**src/logic/core_pkg.sv**
```systemverilog
`default_nettype none

package core_pkg;

	localparam int XLEN       = 32;
	localparam int REG_ADDR_W = 5;
	localparam int NUM_REGS   = 32;

	typedef logic [XLEN-1:0] word_t;
	typedef logic [REG_ADDR_W-1:0] reg_addr_t;

	// r0 is hardwired to zero
	localparam reg_addr_t LINK_REG_ZERO = '0;
	localparam word_t RESET_PC = '0;

	// internal ALU micro-ops
	typedef enum logic [3:0] {
		ALU_NOP,
		ALU_ADD,
		ALU_SUB,
		ALU_AND,
		ALU_OR,
		ALU_XOR,
		ALU_NOR,
		ALU_SLT,
		ALU_SLTU,
		ALU_SLL,
		ALU_SRL,
		ALU_SRA,
		ALU_LUI
	} alu_op_e;

endpackage

`default_nettype wire

```
**src/logic/mips_isa_pkg.sv**
```systemverilog
`default_nettype none

package mips_isa_pkg;

	// instruction field widths
	localparam int OPCODE_W    = 6;
	localparam int REG_FIELD_W = 5;
	localparam int SHAMT_W     = 5;
	localparam int FUNCT_W     = 6;
	localparam int IMM16_W     = 16;
	localparam int IMM26_W     = 26;

	// lsb position of each field
	localparam int RS_LSB    = 21;
	localparam int RT_LSB    = 16;
	localparam int RD_LSB    = 11;
	localparam int SHAMT_LSB = 6;

	// primary opcodes of the supported subset
	typedef enum logic [OPCODE_W-1:0] {
		OP_SPECIAL = 6'h00,
		OP_J       = 6'h02,
		OP_BEQ     = 6'h04,
		OP_BNE     = 6'h05,
		OP_ADDIU   = 6'h09,
		OP_SLTI    = 6'h0a,
		OP_SLTIU   = 6'h0b,
		OP_ANDI    = 6'h0c,
		OP_ORI     = 6'h0d,
		OP_XORI    = 6'h0e,
		OP_LUI     = 6'h0f
	} opcode_e;

	// function codes under SPECIAL
	typedef enum logic [FUNCT_W-1:0] {
		F_SLL  = 6'h00,
		F_SRL  = 6'h02,
		F_SRA  = 6'h03,
		F_ADDU = 6'h21,
		F_SUBU = 6'h23,
		F_AND  = 6'h24,
		F_OR   = 6'h25,
		F_XOR  = 6'h26,
		F_NOR  = 6'h27,
		F_SLT  = 6'h2a,
		F_SLTU = 6'h2b
	} funct_e;

endpackage

`default_nettype wire

```
**src/logic/core_ifs.sv**
```systemverilog
`default_nettype none
`timescale 1ns/1ps

// decoded instruction handed from decode to execute
interface issue_if import core_pkg::*; ();

	logic      valid;
	alu_op_e   alu_op;
	word_t     operand_a;
	word_t     operand_b;
	reg_addr_t dest;
	logic      write_en;

	modport decode_mp (
		output valid, alu_op, operand_a, operand_b, dest, write_en
	);

	modport execute_mp (
		input valid, alu_op, operand_a, operand_b, dest, write_en
	);

endinterface

// two asynchronous register file read ports
interface reg_read_if import core_pkg::*; ();

	reg_addr_t rs_addr;
	reg_addr_t rt_addr;
	word_t     rs_data;
	word_t     rt_data;

	modport decode_mp (
		output rs_addr, rt_addr,
		input  rs_data, rt_data
	);

	modport result_mp (
		input  rs_addr, rt_addr,
		output rs_data, rt_data
	);

endinterface

`default_nettype wire

```
**src/logic/decode_stage.sv**
```systemverilog
`default_nettype none
`timescale 1ns/1ps

module decode_stage
	import mips_isa_pkg::*;
	import core_pkg::*;
(
	input  wire             clk,
	input  wire             reset_i,
	input  wire             inst_valid_i,
	input  word_t           inst_i,
	input  word_t           pc_i,
	reg_read_if.decode_mp   rf,
	input  wire             alu_fwd_valid_i,
	input  wire             alu_fwd_write_en_i,
	input  reg_addr_t       alu_fwd_dest_i,
	input  word_t           alu_fwd_data_i,
	input  wire             ex_valid_i,
	input  wire             ex_write_en_i,
	input  reg_addr_t       ex_dest_i,
	input  word_t           ex_data_i,
	issue_if.decode_mp      issue,
	output logic            branch_valid_o,
	output logic            branch_taken_o,
	output word_t           branch_target_o
);

	opcode_e                opcode;
	funct_e                 funct;
	reg_addr_t              rs;
	reg_addr_t              rt;
	reg_addr_t              rd;
	logic [SHAMT_W-1:0]     shamt;
	logic [IMM16_W-1:0]     imm16;
	logic [IMM26_W-1:0]     imm26;
	word_t                  imm_sext;
	word_t                  imm_zext;
	word_t                  rs_val;
	word_t                  rt_val;

	alu_op_e                alu_op_d;
	word_t                  opa_d;
	word_t                  opb_d;
	reg_addr_t              dest_d;
	logic                   wr_d;
	logic                   br_d;
	logic                   br_taken_d;
	word_t                  br_target_d;

	// ALU output first, then the execute register, then the file
	function automatic word_t fwd_operand(input reg_addr_t addr, input word_t rf_val);
		if (addr == LINK_REG_ZERO)
			return rf_val;
		if (alu_fwd_valid_i && alu_fwd_write_en_i && alu_fwd_dest_i == addr)
			return alu_fwd_data_i;
		if (ex_valid_i && ex_write_en_i && ex_dest_i == addr)
			return ex_data_i;
		return rf_val;
	endfunction

	assign opcode   = opcode_e'(inst_i[RS_LSB+REG_FIELD_W +: OPCODE_W]);
	assign funct    = funct_e'(inst_i[0 +: FUNCT_W]);
	assign rs       = inst_i[RS_LSB +: REG_FIELD_W];
	assign rt       = inst_i[RT_LSB +: REG_FIELD_W];
	assign rd       = inst_i[RD_LSB +: REG_FIELD_W];
	assign shamt    = inst_i[SHAMT_LSB +: SHAMT_W];
	assign imm16    = inst_i[0 +: IMM16_W];
	assign imm26    = inst_i[0 +: IMM26_W];
	assign imm_sext = {{(XLEN-IMM16_W){imm16[IMM16_W-1]}}, imm16};
	assign imm_zext = {{(XLEN-IMM16_W){1'b0}}, imm16};

	assign rf.rs_addr = rs;
	assign rf.rt_addr = rt;

	always_comb begin
		rs_val = fwd_operand(rs, rf.rs_data);
		rt_val = fwd_operand(rt, rf.rt_data);
	end

	// opcode and funct to micro-op, operands and destination
	always_comb begin
		alu_op_d = ALU_NOP;
		opa_d = rs_val;
		opb_d = rt_val;
		dest_d = rt;
		wr_d = 1'b1;
		case (opcode)
			OP_ADDIU: alu_op_d = ALU_ADD;
			OP_SLTI:  alu_op_d = ALU_SLT;
			OP_SLTIU: alu_op_d = ALU_SLTU;
			OP_ANDI:  alu_op_d = ALU_AND;
			OP_ORI:   alu_op_d = ALU_OR;
			OP_XORI:  alu_op_d = ALU_XOR;
			OP_LUI:   alu_op_d = ALU_LUI;
			OP_SPECIAL: begin
				dest_d = rd;
				case (funct)
					F_SLL:  alu_op_d = ALU_SLL;
					F_SRL:  alu_op_d = ALU_SRL;
					F_SRA:  alu_op_d = ALU_SRA;
					F_ADDU: alu_op_d = ALU_ADD;
					F_SUBU: alu_op_d = ALU_SUB;
					F_AND:  alu_op_d = ALU_AND;
					F_OR:   alu_op_d = ALU_OR;
					F_XOR:  alu_op_d = ALU_XOR;
					F_NOR:  alu_op_d = ALU_NOR;
					F_SLT:  alu_op_d = ALU_SLT;
					F_SLTU: alu_op_d = ALU_SLTU;
					default: wr_d = 1'b0;
				endcase
			end
			default: wr_d = 1'b0;
		endcase

		// immediate forms take the imm as operand b
		if (opcode inside {OP_ADDIU, OP_SLTI, OP_SLTIU})
			opb_d = imm_sext;
		else if (opcode inside {OP_ANDI, OP_ORI, OP_XORI, OP_LUI})
			opb_d = imm_zext;

		// shifts move rt by shamt
		if (opcode == OP_SPECIAL && alu_op_d inside {ALU_SLL, ALU_SRL, ALU_SRA}) begin
			opa_d = rt_val;
			opb_d = {{(XLEN-SHAMT_W){1'b0}}, shamt};
		end

		if (dest_d == LINK_REG_ZERO)
			wr_d = 1'b0;
	end

	// branch resolution on forwarded operands
	always_comb begin
		br_d = opcode inside {OP_J, OP_BEQ, OP_BNE};
		br_taken_d = 1'b0;
		br_target_d = pc_i + {imm_sext[XLEN-3:0], 2'b00};
		case (opcode)
			OP_J: begin
				br_taken_d = 1'b1;
				br_target_d = {pc_i[XLEN-1 -: XLEN-IMM26_W-2], imm26, 2'b00};
			end
			OP_BEQ: br_taken_d = (rs_val == rt_val);
			OP_BNE: br_taken_d = (rs_val != rt_val);
			default: br_taken_d = 1'b0;
		endcase
	end

	always_ff @(posedge clk) begin
		if (reset_i) begin
			issue.valid <= 1'b0;
			issue.write_en <= 1'b0;
			issue.alu_op <= ALU_NOP;
			branch_valid_o <= 1'b0;
			branch_taken_o <= 1'b0;
			branch_target_o <= RESET_PC;
		end else begin
			issue.valid <= inst_valid_i;
			issue.write_en <= inst_valid_i & wr_d;
			issue.alu_op <= alu_op_d;
			branch_valid_o <= inst_valid_i & br_d;
			branch_taken_o <= inst_valid_i & br_taken_d;
			if (inst_valid_i && br_d)
				branch_target_o <= br_target_d;
		end
	end

	// operand payload
	always_ff @(posedge clk) begin
		issue.operand_a <= opa_d;
		issue.operand_b <= opb_d;
		issue.dest <= dest_d;
	end

	a_taken_is_branch: assert property (@(posedge clk) disable iff (reset_i)
		branch_taken_o |-> branch_valid_o);

endmodule

`default_nettype wire

```
**src/logic/execute_stage.sv**
```systemverilog
`default_nettype none
`timescale 1ns/1ps

module execute_stage
	import mips_isa_pkg::*;
	import core_pkg::*;
(
	input  wire             clk,
	input  wire             reset_i,
	issue_if.execute_mp     issue,
	output logic            alu_fwd_valid_o,
	output logic            alu_fwd_write_en_o,
	output reg_addr_t       alu_fwd_dest_o,
	output word_t           alu_fwd_data_o,
	output logic            ex_valid_o,
	output logic            ex_write_en_o,
	output reg_addr_t       ex_dest_o,
	output word_t           ex_data_o
);

	word_t              alu_res;
	logic [SHAMT_W-1:0] sh;

	assign sh = issue.operand_b[SHAMT_W-1:0];

	always_comb begin
		case (issue.alu_op)
			ALU_ADD:  alu_res = issue.operand_a + issue.operand_b;
			ALU_SUB:  alu_res = issue.operand_a - issue.operand_b;
			ALU_AND:  alu_res = issue.operand_a & issue.operand_b;
			ALU_OR:   alu_res = issue.operand_a | issue.operand_b;
			ALU_XOR:  alu_res = issue.operand_a ^ issue.operand_b;
			ALU_NOR:  alu_res = ~(issue.operand_a | issue.operand_b);
			ALU_SLT:  alu_res = word_t'($signed(issue.operand_a) < $signed(issue.operand_b));
			ALU_SLTU: alu_res = word_t'(issue.operand_a < issue.operand_b);
			ALU_SLL:  alu_res = issue.operand_a << sh;
			ALU_SRL:  alu_res = issue.operand_a >> sh;
			// arithmetic shift keeps the sign bit
			ALU_SRA:  alu_res = word_t'($signed(issue.operand_a) >>> sh);
			ALU_LUI:  alu_res = {issue.operand_b[IMM16_W-1:0], {(XLEN-IMM16_W){1'b0}}};
			default:  alu_res = '0;
		endcase
	end

	// ex-stage forwarding source
	assign alu_fwd_valid_o = issue.valid;
	assign alu_fwd_write_en_o = issue.write_en;
	assign alu_fwd_dest_o = issue.dest;
	assign alu_fwd_data_o = alu_res;

	always_ff @(posedge clk) begin
		if (reset_i) begin
			ex_valid_o <= 1'b0;
			ex_write_en_o <= 1'b0;
		end else begin
			ex_valid_o <= issue.valid;
			ex_write_en_o <= issue.write_en;
		end
	end

	always_ff @(posedge clk) begin
		ex_dest_o <= issue.dest;
		ex_data_o <= alu_res;
	end

	a_no_write_when_idle: assert property (@(posedge clk) disable iff (reset_i)
		!issue.valid |-> !issue.write_en);

endmodule

`default_nettype wire

```
**src/logic/mips_core_slice.sv**
```systemverilog
`default_nettype none
`timescale 1ns/1ps

module mips_core_slice
	import core_pkg::*;
(
	input  wire             clk,
	input  wire             reset_i,
	input  wire             inst_valid_i,
	input  word_t           inst_i,
	input  word_t           pc_i,
	output logic            branch_valid_o,
	output logic            branch_taken_o,
	output word_t           branch_target_o,
	output logic            wb_valid_o,
	output reg_addr_t       wb_addr_o,
	output word_t           wb_data_o
);

	// combinational ALU result
	logic      alu_fwd_valid;
	logic      alu_fwd_write_en;
	reg_addr_t alu_fwd_dest;
	word_t     alu_fwd_data;

	// execute register
	logic      ex_valid;
	logic      ex_write_en;
	reg_addr_t ex_dest;
	word_t     ex_data;

	issue_if    issue_bus ();
	reg_read_if rf_bus ();

	decode_stage decode_stage_inst (
		.clk                (clk),
		.reset_i            (reset_i),
		.inst_valid_i       (inst_valid_i),
		.inst_i             (inst_i),
		.pc_i               (pc_i),
		.rf                 (rf_bus.decode_mp),
		.alu_fwd_valid_i    (alu_fwd_valid),
		.alu_fwd_write_en_i (alu_fwd_write_en),
		.alu_fwd_dest_i     (alu_fwd_dest),
		.alu_fwd_data_i     (alu_fwd_data),
		.ex_valid_i         (ex_valid),
		.ex_write_en_i      (ex_write_en),
		.ex_dest_i          (ex_dest),
		.ex_data_i          (ex_data),
		.issue              (issue_bus.decode_mp),
		.branch_valid_o     (branch_valid_o),
		.branch_taken_o     (branch_taken_o),
		.branch_target_o    (branch_target_o)
	);

	execute_stage execute_stage_inst (
		.clk                (clk),
		.reset_i            (reset_i),
		.issue              (issue_bus.execute_mp),
		.alu_fwd_valid_o    (alu_fwd_valid),
		.alu_fwd_write_en_o (alu_fwd_write_en),
		.alu_fwd_dest_o     (alu_fwd_dest),
		.alu_fwd_data_o     (alu_fwd_data),
		.ex_valid_o         (ex_valid),
		.ex_write_en_o      (ex_write_en),
		.ex_dest_o          (ex_dest),
		.ex_data_o          (ex_data)
	);

	result_stage result_stage_inst (
		.clk           (clk),
		.reset_i       (reset_i),
		.ex_valid_i    (ex_valid),
		.ex_write_en_i (ex_write_en),
		.ex_dest_i     (ex_dest),
		.ex_data_i     (ex_data),
		.rf            (rf_bus.result_mp),
		.wb_valid_o    (wb_valid_o),
		.wb_addr_o     (wb_addr_o),
		.wb_data_o     (wb_data_o)
	);

endmodule

`default_nettype wire

```
**src/logic/result_stage.sv**
```systemverilog
`default_nettype none
`timescale 1ns/1ps

module result_stage
	import core_pkg::*;
(
	input  wire             clk,
	input  wire             reset_i,
	input  wire             ex_valid_i,
	input  wire             ex_write_en_i,
	input  reg_addr_t       ex_dest_i,
	input  word_t           ex_data_i,
	reg_read_if.result_mp   rf,
	output logic            wb_valid_o,
	output reg_addr_t       wb_addr_o,
	output word_t           wb_data_o
);

	word_t regs [NUM_REGS];
	logic  wr_en;

	assign wr_en = ex_valid_i & ex_write_en_i;

	always_ff @(posedge clk) begin
		if (reset_i) begin
			for (int i = 0; i < NUM_REGS; i++)
				regs[i] <= '0;
		end else if (wr_en) begin
			regs[ex_dest_i] <= ex_data_i;
		end
	end

	// read ports give zero for r0
	assign rf.rs_data = (rf.rs_addr == LINK_REG_ZERO) ? '0 : regs[rf.rs_addr];
	assign rf.rt_data = (rf.rt_addr == LINK_REG_ZERO) ? '0 : regs[rf.rt_addr];

	// writeback report
	always_ff @(posedge clk) begin
		if (reset_i)
			wb_valid_o <= 1'b0;
		else
			wb_valid_o <= wr_en;
	end

	always_ff @(posedge clk) begin
		wb_addr_o <= ex_dest_i;
		wb_data_o <= ex_data_i;
	end

	// decode must have dropped any write aimed at r0
	a_no_r0_write: assert property (@(posedge clk) disable iff (reset_i)
		wr_en |-> (ex_dest_i != LINK_REG_ZERO));

endmodule

`default_nettype wire

```
**config.mk**
```make
export PLATFORM = sky130hd
export DESIGN_NAME = mips_core_slice
export DESIGN_NICKNAME = d
export VERILOG_FILES = /design/src/logic/core_pkg.sv /design/src/logic/mips_isa_pkg.sv /design/src/logic/core_ifs.sv /design/src/logic/decode_stage.sv /design/src/logic/execute_stage.sv /design/src/logic/mips_core_slice.sv /design/src/logic/result_stage.sv
export SDC_FILE = /design/constraint.sdc
export NUM_CORES = 2
export LEC_CHECK = 0
export ABC_CLOCK_PERIOD_IN_PS = 7700
export BUFFER_PORTS_ARGS = -buffer_cell sky130_fd_sc_hd__buf_2
export CELL_PAD_IN_SITES_DETAIL_PLACEMENT = 1
export CELL_PAD_IN_SITES_GLOBAL_PLACEMENT = 1
export CORE_MARGIN = 2
export CORE_UTILIZATION = 45
export CTS_CLUSTER_DIAMETER = 40
export DETAILED_ROUTE_END_ITERATION = 8
export HOLD_SLACK_MARGIN = 0.03
export PLACE_DENSITY_LB_ADDON = 0.05
export SLEW_MARGIN = 20
export SYNTH_ARGS = -nofsm -noshare
export SYNTH_HDL_FRONTEND = slang
export SYNTH_SLANG_ARGS = --single-unit
```
**constraint.sdc**
```tcl
create_clock -name clk -period 7.7 [get_ports clk]
set_input_delay 1.155 -clock clk [delete_from_list [all_inputs] [get_ports clk]]
set_output_delay 1.155 -clock clk [all_outputs]
set_load 0.01 [all_outputs]
```
# --- Word-level counts from Yosys, hierarchy flattened ---
# Memories as Yosys holds them, arrays and structs flattened.
# Index checks and enable logic that the tools add are counted.
# W data, S select, Z words.
word_totals:
  output_inout_bits: 72
  reg_bits: 186
  mem_bits_rw: 1024
  mem_count: 1
classes:
  eq_ne: 41
  bitwise_logic: 8
  magnitude_cmp: 2
  n_addsub: 3
  mux: 47
  shift: 3
  n_reduce_logical: 20
memory_table:
  columns: ["name", "depth", "word_bits", "read_ports", "rd_ports_with_merged_regs", "write_ports", "line_no", "rtl"]
  rows:
  - ["result_stage_inst.regs", 32, 32, 2, 0, 32, "result_stage.sv:19", "word_t regs [NUM_REGS];"]
ops:
  columns: ["op", "n"]
  rows:
  - ["$mux W32", 19]
  - ["$pmux W32 S12", 1]
  - ["$add A32 B32 Y32", 2]
  - ["$lt A32 B32 Y1", 2]
  - ["$eq A6 B6 Y1 const B", 8]
  - ["$pmux W4 S11", 1]
  - ["$eq A6 B4 Y1 const B", 7]
  - ["$and A32 B32 Y32", 1]
  - ["$eq A32 B32 Y1", 1]
  - ["$eq A4 B4 Y1 const B", 8]
  - ["$ne A32 B32 Y1", 1]
  - ["$not A32 Y32", 1]
  - ["$or A32 B32 Y32", 1]
  - ["$pmux W4 S8", 1]
  - ["$reduce_or A32 Y1", 1]
  - ["$shl A32 B5 Y32", 1]
  - ["$shr A32 B5 Y32", 1]
  - ["$sshr A32 B5 Y32", 1]
  - ["$sub A32 B32 Y32", 1]
  - ["$xor A32 B32 Y32", 1]
  - ["$eq A5 B5 Y1", 4]
  - ["$mux W1", 20]
  - ["$eq A6 B2 Y1 const B", 3]
  - ["$eq A4 B3 Y1 const B", 4]
  - ["14 further kinds", 33]

# --- Depth between registers and ports, before layout ---
depth:
  depth_word: 12
  depth_mapped: 24
  depth_no_buf: 19

# --- Modules after synthesis ---
# A second synthesis with hierarchy kept.
hier_totals:
  hier_cells: 5990
  hier_area_um2: 72853.6
modules_own_cells:
  columns: ["mod", "area_each_um2", "n_inst", "cells_each"]
  rows:
  - ["result_stage", 55106.6, 1, 3579]
  - ["execute_stage", 9823.2, 1, 1420]
  - ["decode_stage", 7923.8, 1, 991]

# --- Worst setup path after synthesis ---
# No wires, ideal clock.
synth_path:
  path_kind: "register -> register"
  start: "register decode_stage_inst.issue.operand_b[2]"
  end: "register decode_stage_inst.branch_taken_o"
  setup_ns: 0.124
  stages_incl_launch_ff: 23
  setup_slack_ns: 2.274
  n_path_buf: 5
  arrival_ns: 5.302
  synth_period_minus_slack_ns: 5.426
  path_cell_list: "dfxtp_1 buf_2 inv_2 buf_1 clkbuf_1 buf_1 ha_1 clkbuf_1 o21bai_1 a31oi_1 nand3_1 a31oi_1 o41ai_1 a311oi_1 a2111o_1 a31oi_1 mux2i_1 nand2_1 a2111oi_0 o2111ai_1 nor4_2 xnor2_1 o22ai_1"
synth_between:
  elab_chain_len: 11
synth_lines:
  columns: ["element", "line_no", "rtl"]
  rows:
  - ["start: declaration", "core_ifs.sv:15", "output valid, alu_op, operand_a, operand_b, dest, write_en"]
  - ["start signal: assignment", "decode_stage.sv:169", "issue.operand_b <= opb_d;"]
  - ["parallel branches: the longest is 2 deep, another holds $sub A32 B32 Y32", null, null]
  - ["$pmux W32 S12 (*)", "execute_stage.sv:27", "case (issue.alu_op)"]
  - ["$mux W32", "decode_stage.sv:54", "if (alu_fwd_valid_i && alu_fwd_write_en_i && alu_fwd_dest_i == addr)"]
  - ["$mux W32", "decode_stage.sv:56", "if (ex_valid_i && ex_write_en_i && ex_dest_i == addr)"]
  - ["$mux W32", "decode_stage.sv:58", "return rf_val;"]
  - ["$mux W32", "decode_stage.sv:56", null]
  - ["$mux W32", "decode_stage.sv:54", null]
  - ["$ne A32 B32 Y1 / $eq A32 B32 Y1 (equally long branches)", "decode_stage.sv:142, decode_stage.sv:141", null]
  - ["$pmux W1 S3 (*)", "decode_stage.sv:136", "case (opcode)"]
  - ["$and A1 B1 Y1 (*)", "decode_stage.sv:160", "branch_taken_o <= inst_valid_i & br_taken_d;"]
  - ["end signal: assignment", "decode_stage.sv:160", null]
  - ["end: declaration", "decode_stage.sv:24", "output logic branch_taken_o,"]
# Every way passes the cells marked *.
# A chain may end at the register's enable or synchronous reset.

# --- Final worst setup path ---
layout_path:
  start: "register decode_stage_inst.issue.operand_b[0]"
  end: "register decode_stage_inst.branch_taken_o"
layout_rtl:
  columns: ["element", "line_no", "rtl"]
  rows:
  - ["$sub A32 B32 Y32, or another cell as far along", "execute_stage.sv:29", "ALU_SUB: alu_res = issue.operand_a - issue.operand_b;"]
  - ["$pmux W32 S12 (*)", "execute_stage.sv:27", null]
  - ["named net alu_fwd_data[12]", "mips_core_slice.sv:24", "word_t alu_fwd_data;"]
  - ["$mux W32", "decode_stage.sv:54", null]
  - ["$mux W32", "decode_stage.sv:56", null]
  - ["$mux W32", "decode_stage.sv:58", null]
  - ["$mux W32", "decode_stage.sv:56", null]
  - ["$mux W32", "decode_stage.sv:54", null]
  - ["$ne A32 B32 Y1 / $eq A32 B32 Y1 (equally long branches)", "decode_stage.sv:142, decode_stage.sv:141", null]
  - ["$pmux W1 S3 (*)", "decode_stage.sv:136", null]
  - ["$and A1 B1 Y1 (*)", "decode_stage.sv:160", null]
# The timed path passes the listed nets; every way through them passes the cells marked *.

==> impl.org <==
** Logic synthesis
- Synthesis produced 6210 cells.
- Each instance of the synthesized netlist takes up on average 11.9 sq um.
- Share of the synthesized netlist area taken by xor and xnor gates :: 0.827%
- Leading post-synthesis cells by cell area :: edfxtp_1 (41%), mux4_2 (17%), and2_1 (8.5%), dfxtp_1 (5.0%), mux2i_1 (2.5%)
- Cell area after synthesis :: 74200 sq um
- During synthesis, Yosys emitted a total of 0 warnings.
- The share of synthesized area in the top cell type comes to 41.5%.
- Cell variety after synth :: 91
- Yosys reg bits :: 1210
- Dominant register cell in the synthesized netlist :: edfxtp_1
- Adder-cell share of the synthesized area :: 2.31%
- Async SR Flop Fraction :: 0%
- Complex-gate fraction of the synthesized area :: 10.3%
- The biggest area contributor in the post-synthesis netlist is edfxtp_1.
- Main combinational cell family by area after synthesis :: multiplexers
- Summing the areas of all and, or, nand and nor instances in the mapped netlist gives 15.5% of the synthesized area.
- Net count after synthesis :: 6412
- The synthesized design contains 1024 enable-type register cells.
- Post-synthesis sequential area ratio :: 46.5%
- Mux contribution to synthesized area :: 20.5%

** Drt
- Vias per std cell :: 6.84
- Wire length per cell after detailed routing :: 39.6 um
- The detail route stage leaves a number of antenna-violating nets equal to 0.
- Vias after detailed routing :: 58800
- Number of DRC violations after detailed routing :: 0
- In this run, the number of DRC markers left after iteration 0 of detailed routing was 7589.
- The routed design has 340 mm of wire.
- The first TritonRoute pass finished after 6 iterations.

** GRT
- Global routing used 40.0% of the available tracks across all layers.
- Initial antenna violation count :: 26
- Most Used Layer, Global Route :: met2
- Global routing used 64.1% of the available met2 tracks.
- First-pass GRT wire length :: 471 mm
- Global routing used 9.13% of the available met3 tracks.
- For this run, global-route usage on met1 was measured as 50.0%.
- Summed over all layers, the global routing overflow is 0.
- Entering global routing, the biggest net connects 79 pins.
- Vias in the first global route :: 59400

** Power and ir drop
- Final Total Pwr :: 0.0222 W
- Reported leakage power :: 31.7 nW
- Worst IR Drop VDD :: 250 uV
- Pwr Density :: 260 nW/um^2

** Layout
- Number of nets in the finished design :: 6427
- The area growth from synthesis to layout is 14.8%.
- Post-route core utilization :: 52.2%
- Cells with a size suffix above 1 make up 23.6% of the layout.
- Most frequent standard cell in the layout excluding fill and tap cells :: edfxtp_1
- The library cells used most frequently in the layout, excluding fill and tap cells, are edfxtp_1 (1024), and2_1 (1012), mux4_2 (561).
- Non-filler instance count after layout :: 8596

** Min path
- The path class of the tightest hold or removal check is register to register.
- In this run the most critical hold path is launched from execute_stage_inst.ex_data_o[12].
- Min-Delay Endpoint :: result_stage_inst.wb_data_o[12]
- Along the worst hold path, the cell count comes to 0.

** Critical path
- The setup check on the worst reg-to-reg path leaves a slack of 1180 ps.
- The critical path is of the register to register type.
- R2R cell count :: 18
- The worst setup path is launched from a register.
- Data on the critical path arrives at its endpoint at 7250 ps.
- Largest fanout on the critical path :: 43
- The worst register-to-register path ends at decode_stage_inst.branch_taken_o.
- The worst register-to-register path begins at decode_stage_inst.issue.operand_b[0].
- STA classifies the critical path endpoint as a register.
- STA puts the critical path data required time at 8430 ps.

** Placed design
- Post-Place Worst Slack :: 833 ps
- At the end of routability-driven placement, the weighted congestion stood at 0.994.
- Port buffering added 138 buffers.
- Detailed Place HPWL :: 226 mm
- Placed Cells incl. Taps :: 8190

** Clock network
- The later pin in the worst-skew pair is clocked with a latency of 900 ps.
- CTS tree :: built
- CTS buffer count :: 208
- Setup bufs post-CTS :: 0
- Clock edge transition at the registers on the reported setup and hold paths :: 50 ps
- Clock Tree Root :: clkbuf_16
- CTS sink cnt :: 1210
- # resized after CTS :: 0
- Bufs on Longest Clock Path :: 3
- Hold buffer count at CTS :: 0
- CTS H-tree lvls :: 4

** STA
- Setup repair after global routing missed its margin :: no
- Across all setup checks in the final design, the least slack found is 1180 ps.
- The clock period could shrink to 6520 ps.
- TNS Setup :: 0 ps
- Worst slew margin relative to its limit :: 10.8%
- Final count of pins violating max slew :: 0
- Between clock sinks in the finished design, the worst skew comes to 87.7 ps.
- Final Cycle Share :: 84.7%
- Derived from the worst setup path, the maximum achievable clock frequency is 0.153 GHz.
- Setup violations remaining at the end of the flow were counted as 0.
- At the pin with the least slew margin, the transition time is 1340 ps.
- The number of hold violations in the final report came to 0.

** Floorplanning
- Placeable Area :: 163000 sq um
- Chip width :: 410 um
- The die is 410 um tall.
- Count of boundary I/O pins :: 139
- Die footprint :: 168000 sq um
- Initial standard-cell utilization of the core :: 45.5%
- The floorplan has 148 rows.

** Outcome
- The flow ran to the end, and the final reports show no timing, DRC or antenna violations.

** Job
- Max-capacitance violation count :: 0
-- metal layers --
layer / wire, um / vias up
met1: 126000 / 30500
li1: - / 23700
met5: 96 / -
met3: 33700 / 953
met4: 22300 / 14
met2: 159000 / 3613
-- final cells by class --
cell class                 instances  area, sq um
antenna                            8         20.0
clock buffer                     233         5360
clock inverter                   165         2130
fill                           16500        78000
inverter                         138          518
multi-input combinational       4269        37100
sequential                      1210        34500
tap                             2175         2720
timing repair buffer             398         2860
-- stage by stage --
stage | hold slack [ps] | area [sq um]
after floorplan | 329 | 74200
after global placement | 396 | 77700
after detailed placement | 397 | 77700
after CTS | 380 | 85200
after global routing | 377 | 85200
final | 392 | 85200
-- power breakdown --
group / leakage, nW / switching [W] / internal [W]
Clock: 3.56 / 0.00373 / 0.00620
Combinational: 16.0 / 0.00303 / 0.00146
Sequential: 12.1 / 0.000321 / 0.00741
-- registers in the layout (all words and copies together) (netlist names), 5 cells and up --
name                               count
decode_stage_inst.branch_target_o     32
decode_stage_inst.issue.dest           5
decode_stage_inst.issue.operand_a     32
decode_stage_inst.issue.operand_b     32
execute_stage_inst.ex_data_o          32
execute_stage_inst.ex_dest_o           5
result_stage_inst.regs              1024
result_stage_inst.wb_addr_o            5
result_stage_inst.wb_data_o           32
-- cell usage after synthesis (21+ instances only) --
master       n
a211oi_1    69
a21o_1      30
a21oi_1    253
a221oi_1    35
a22oi_1     87
a311oi_1    25
a31oi_1     37
and2_1    1012
buf_1       54
buf_2       71
buf_4       29
clkbuf_1   432
dfxtp_1    186
edfxtp_1  1024
ha_1       132
inv_1      131
mux2_2      58
mux2i_1    185
mux4_2     561
nand2_1    313
nand2b_1    37
nand3_1     71
nor2_1     344
nor2b_1     43
nor3_1      97
nor4_1      24
o211ai_1    41
o21ai_0    197
o21bai_1    22
o221ai_1    33
o22ai_1    106
or2_2       44
or3_1       21
xnor2_1     49
xor2_1      21
-- kinds of logic after synthesis --
family,after synthesis
compound gates,1143
xor+xnor,70
flops,1210
mux,809
simple gates,2112
fa+ha+maj,135
buf+inv,731
-- how the worst max path moves through the flow --
stage / slack (ps) / endpoint / from
floorplan: 2270 / decode_stage_inst.branch_taken_o / decode_stage_inst.issue.operand_b[2]
global placement: 910 / decode_stage_inst.branch_taken_o / inst_i[16]
detailed placement: 830 / decode_stage_inst.branch_taken_o / inst_i[16]
CTS: 1260 / decode_stage_inst.branch_taken_o / decode_stage_inst.issue.operand_b[0]
global route: 820 / decode_stage_inst.branch_taken_o / decode_stage_inst.issue.operand_b[0]
finish: 1180 / decode_stage_inst.branch_taken_o / decode_stage_inst.issue.operand_b[0]
-- critical path: stages, from the launching register on --
cell and delay (ps):
dfxtp_4 770, ha_1 310, inv_1 90, fa_1 410, nor2b_1 190, o221a_2 260
o221ai_1 270, o21bai_1 360, mux2i_1 110, or4_1 680, a221oi_1 680, xor2_1 170
nor4_1 460, nand4_1 210, nor4b_2 380, nand4_1 190, nor4_2 520, xnor2_1 180
o22ai_1 100
Note: power is estimated with default switching activity, not from simulation.
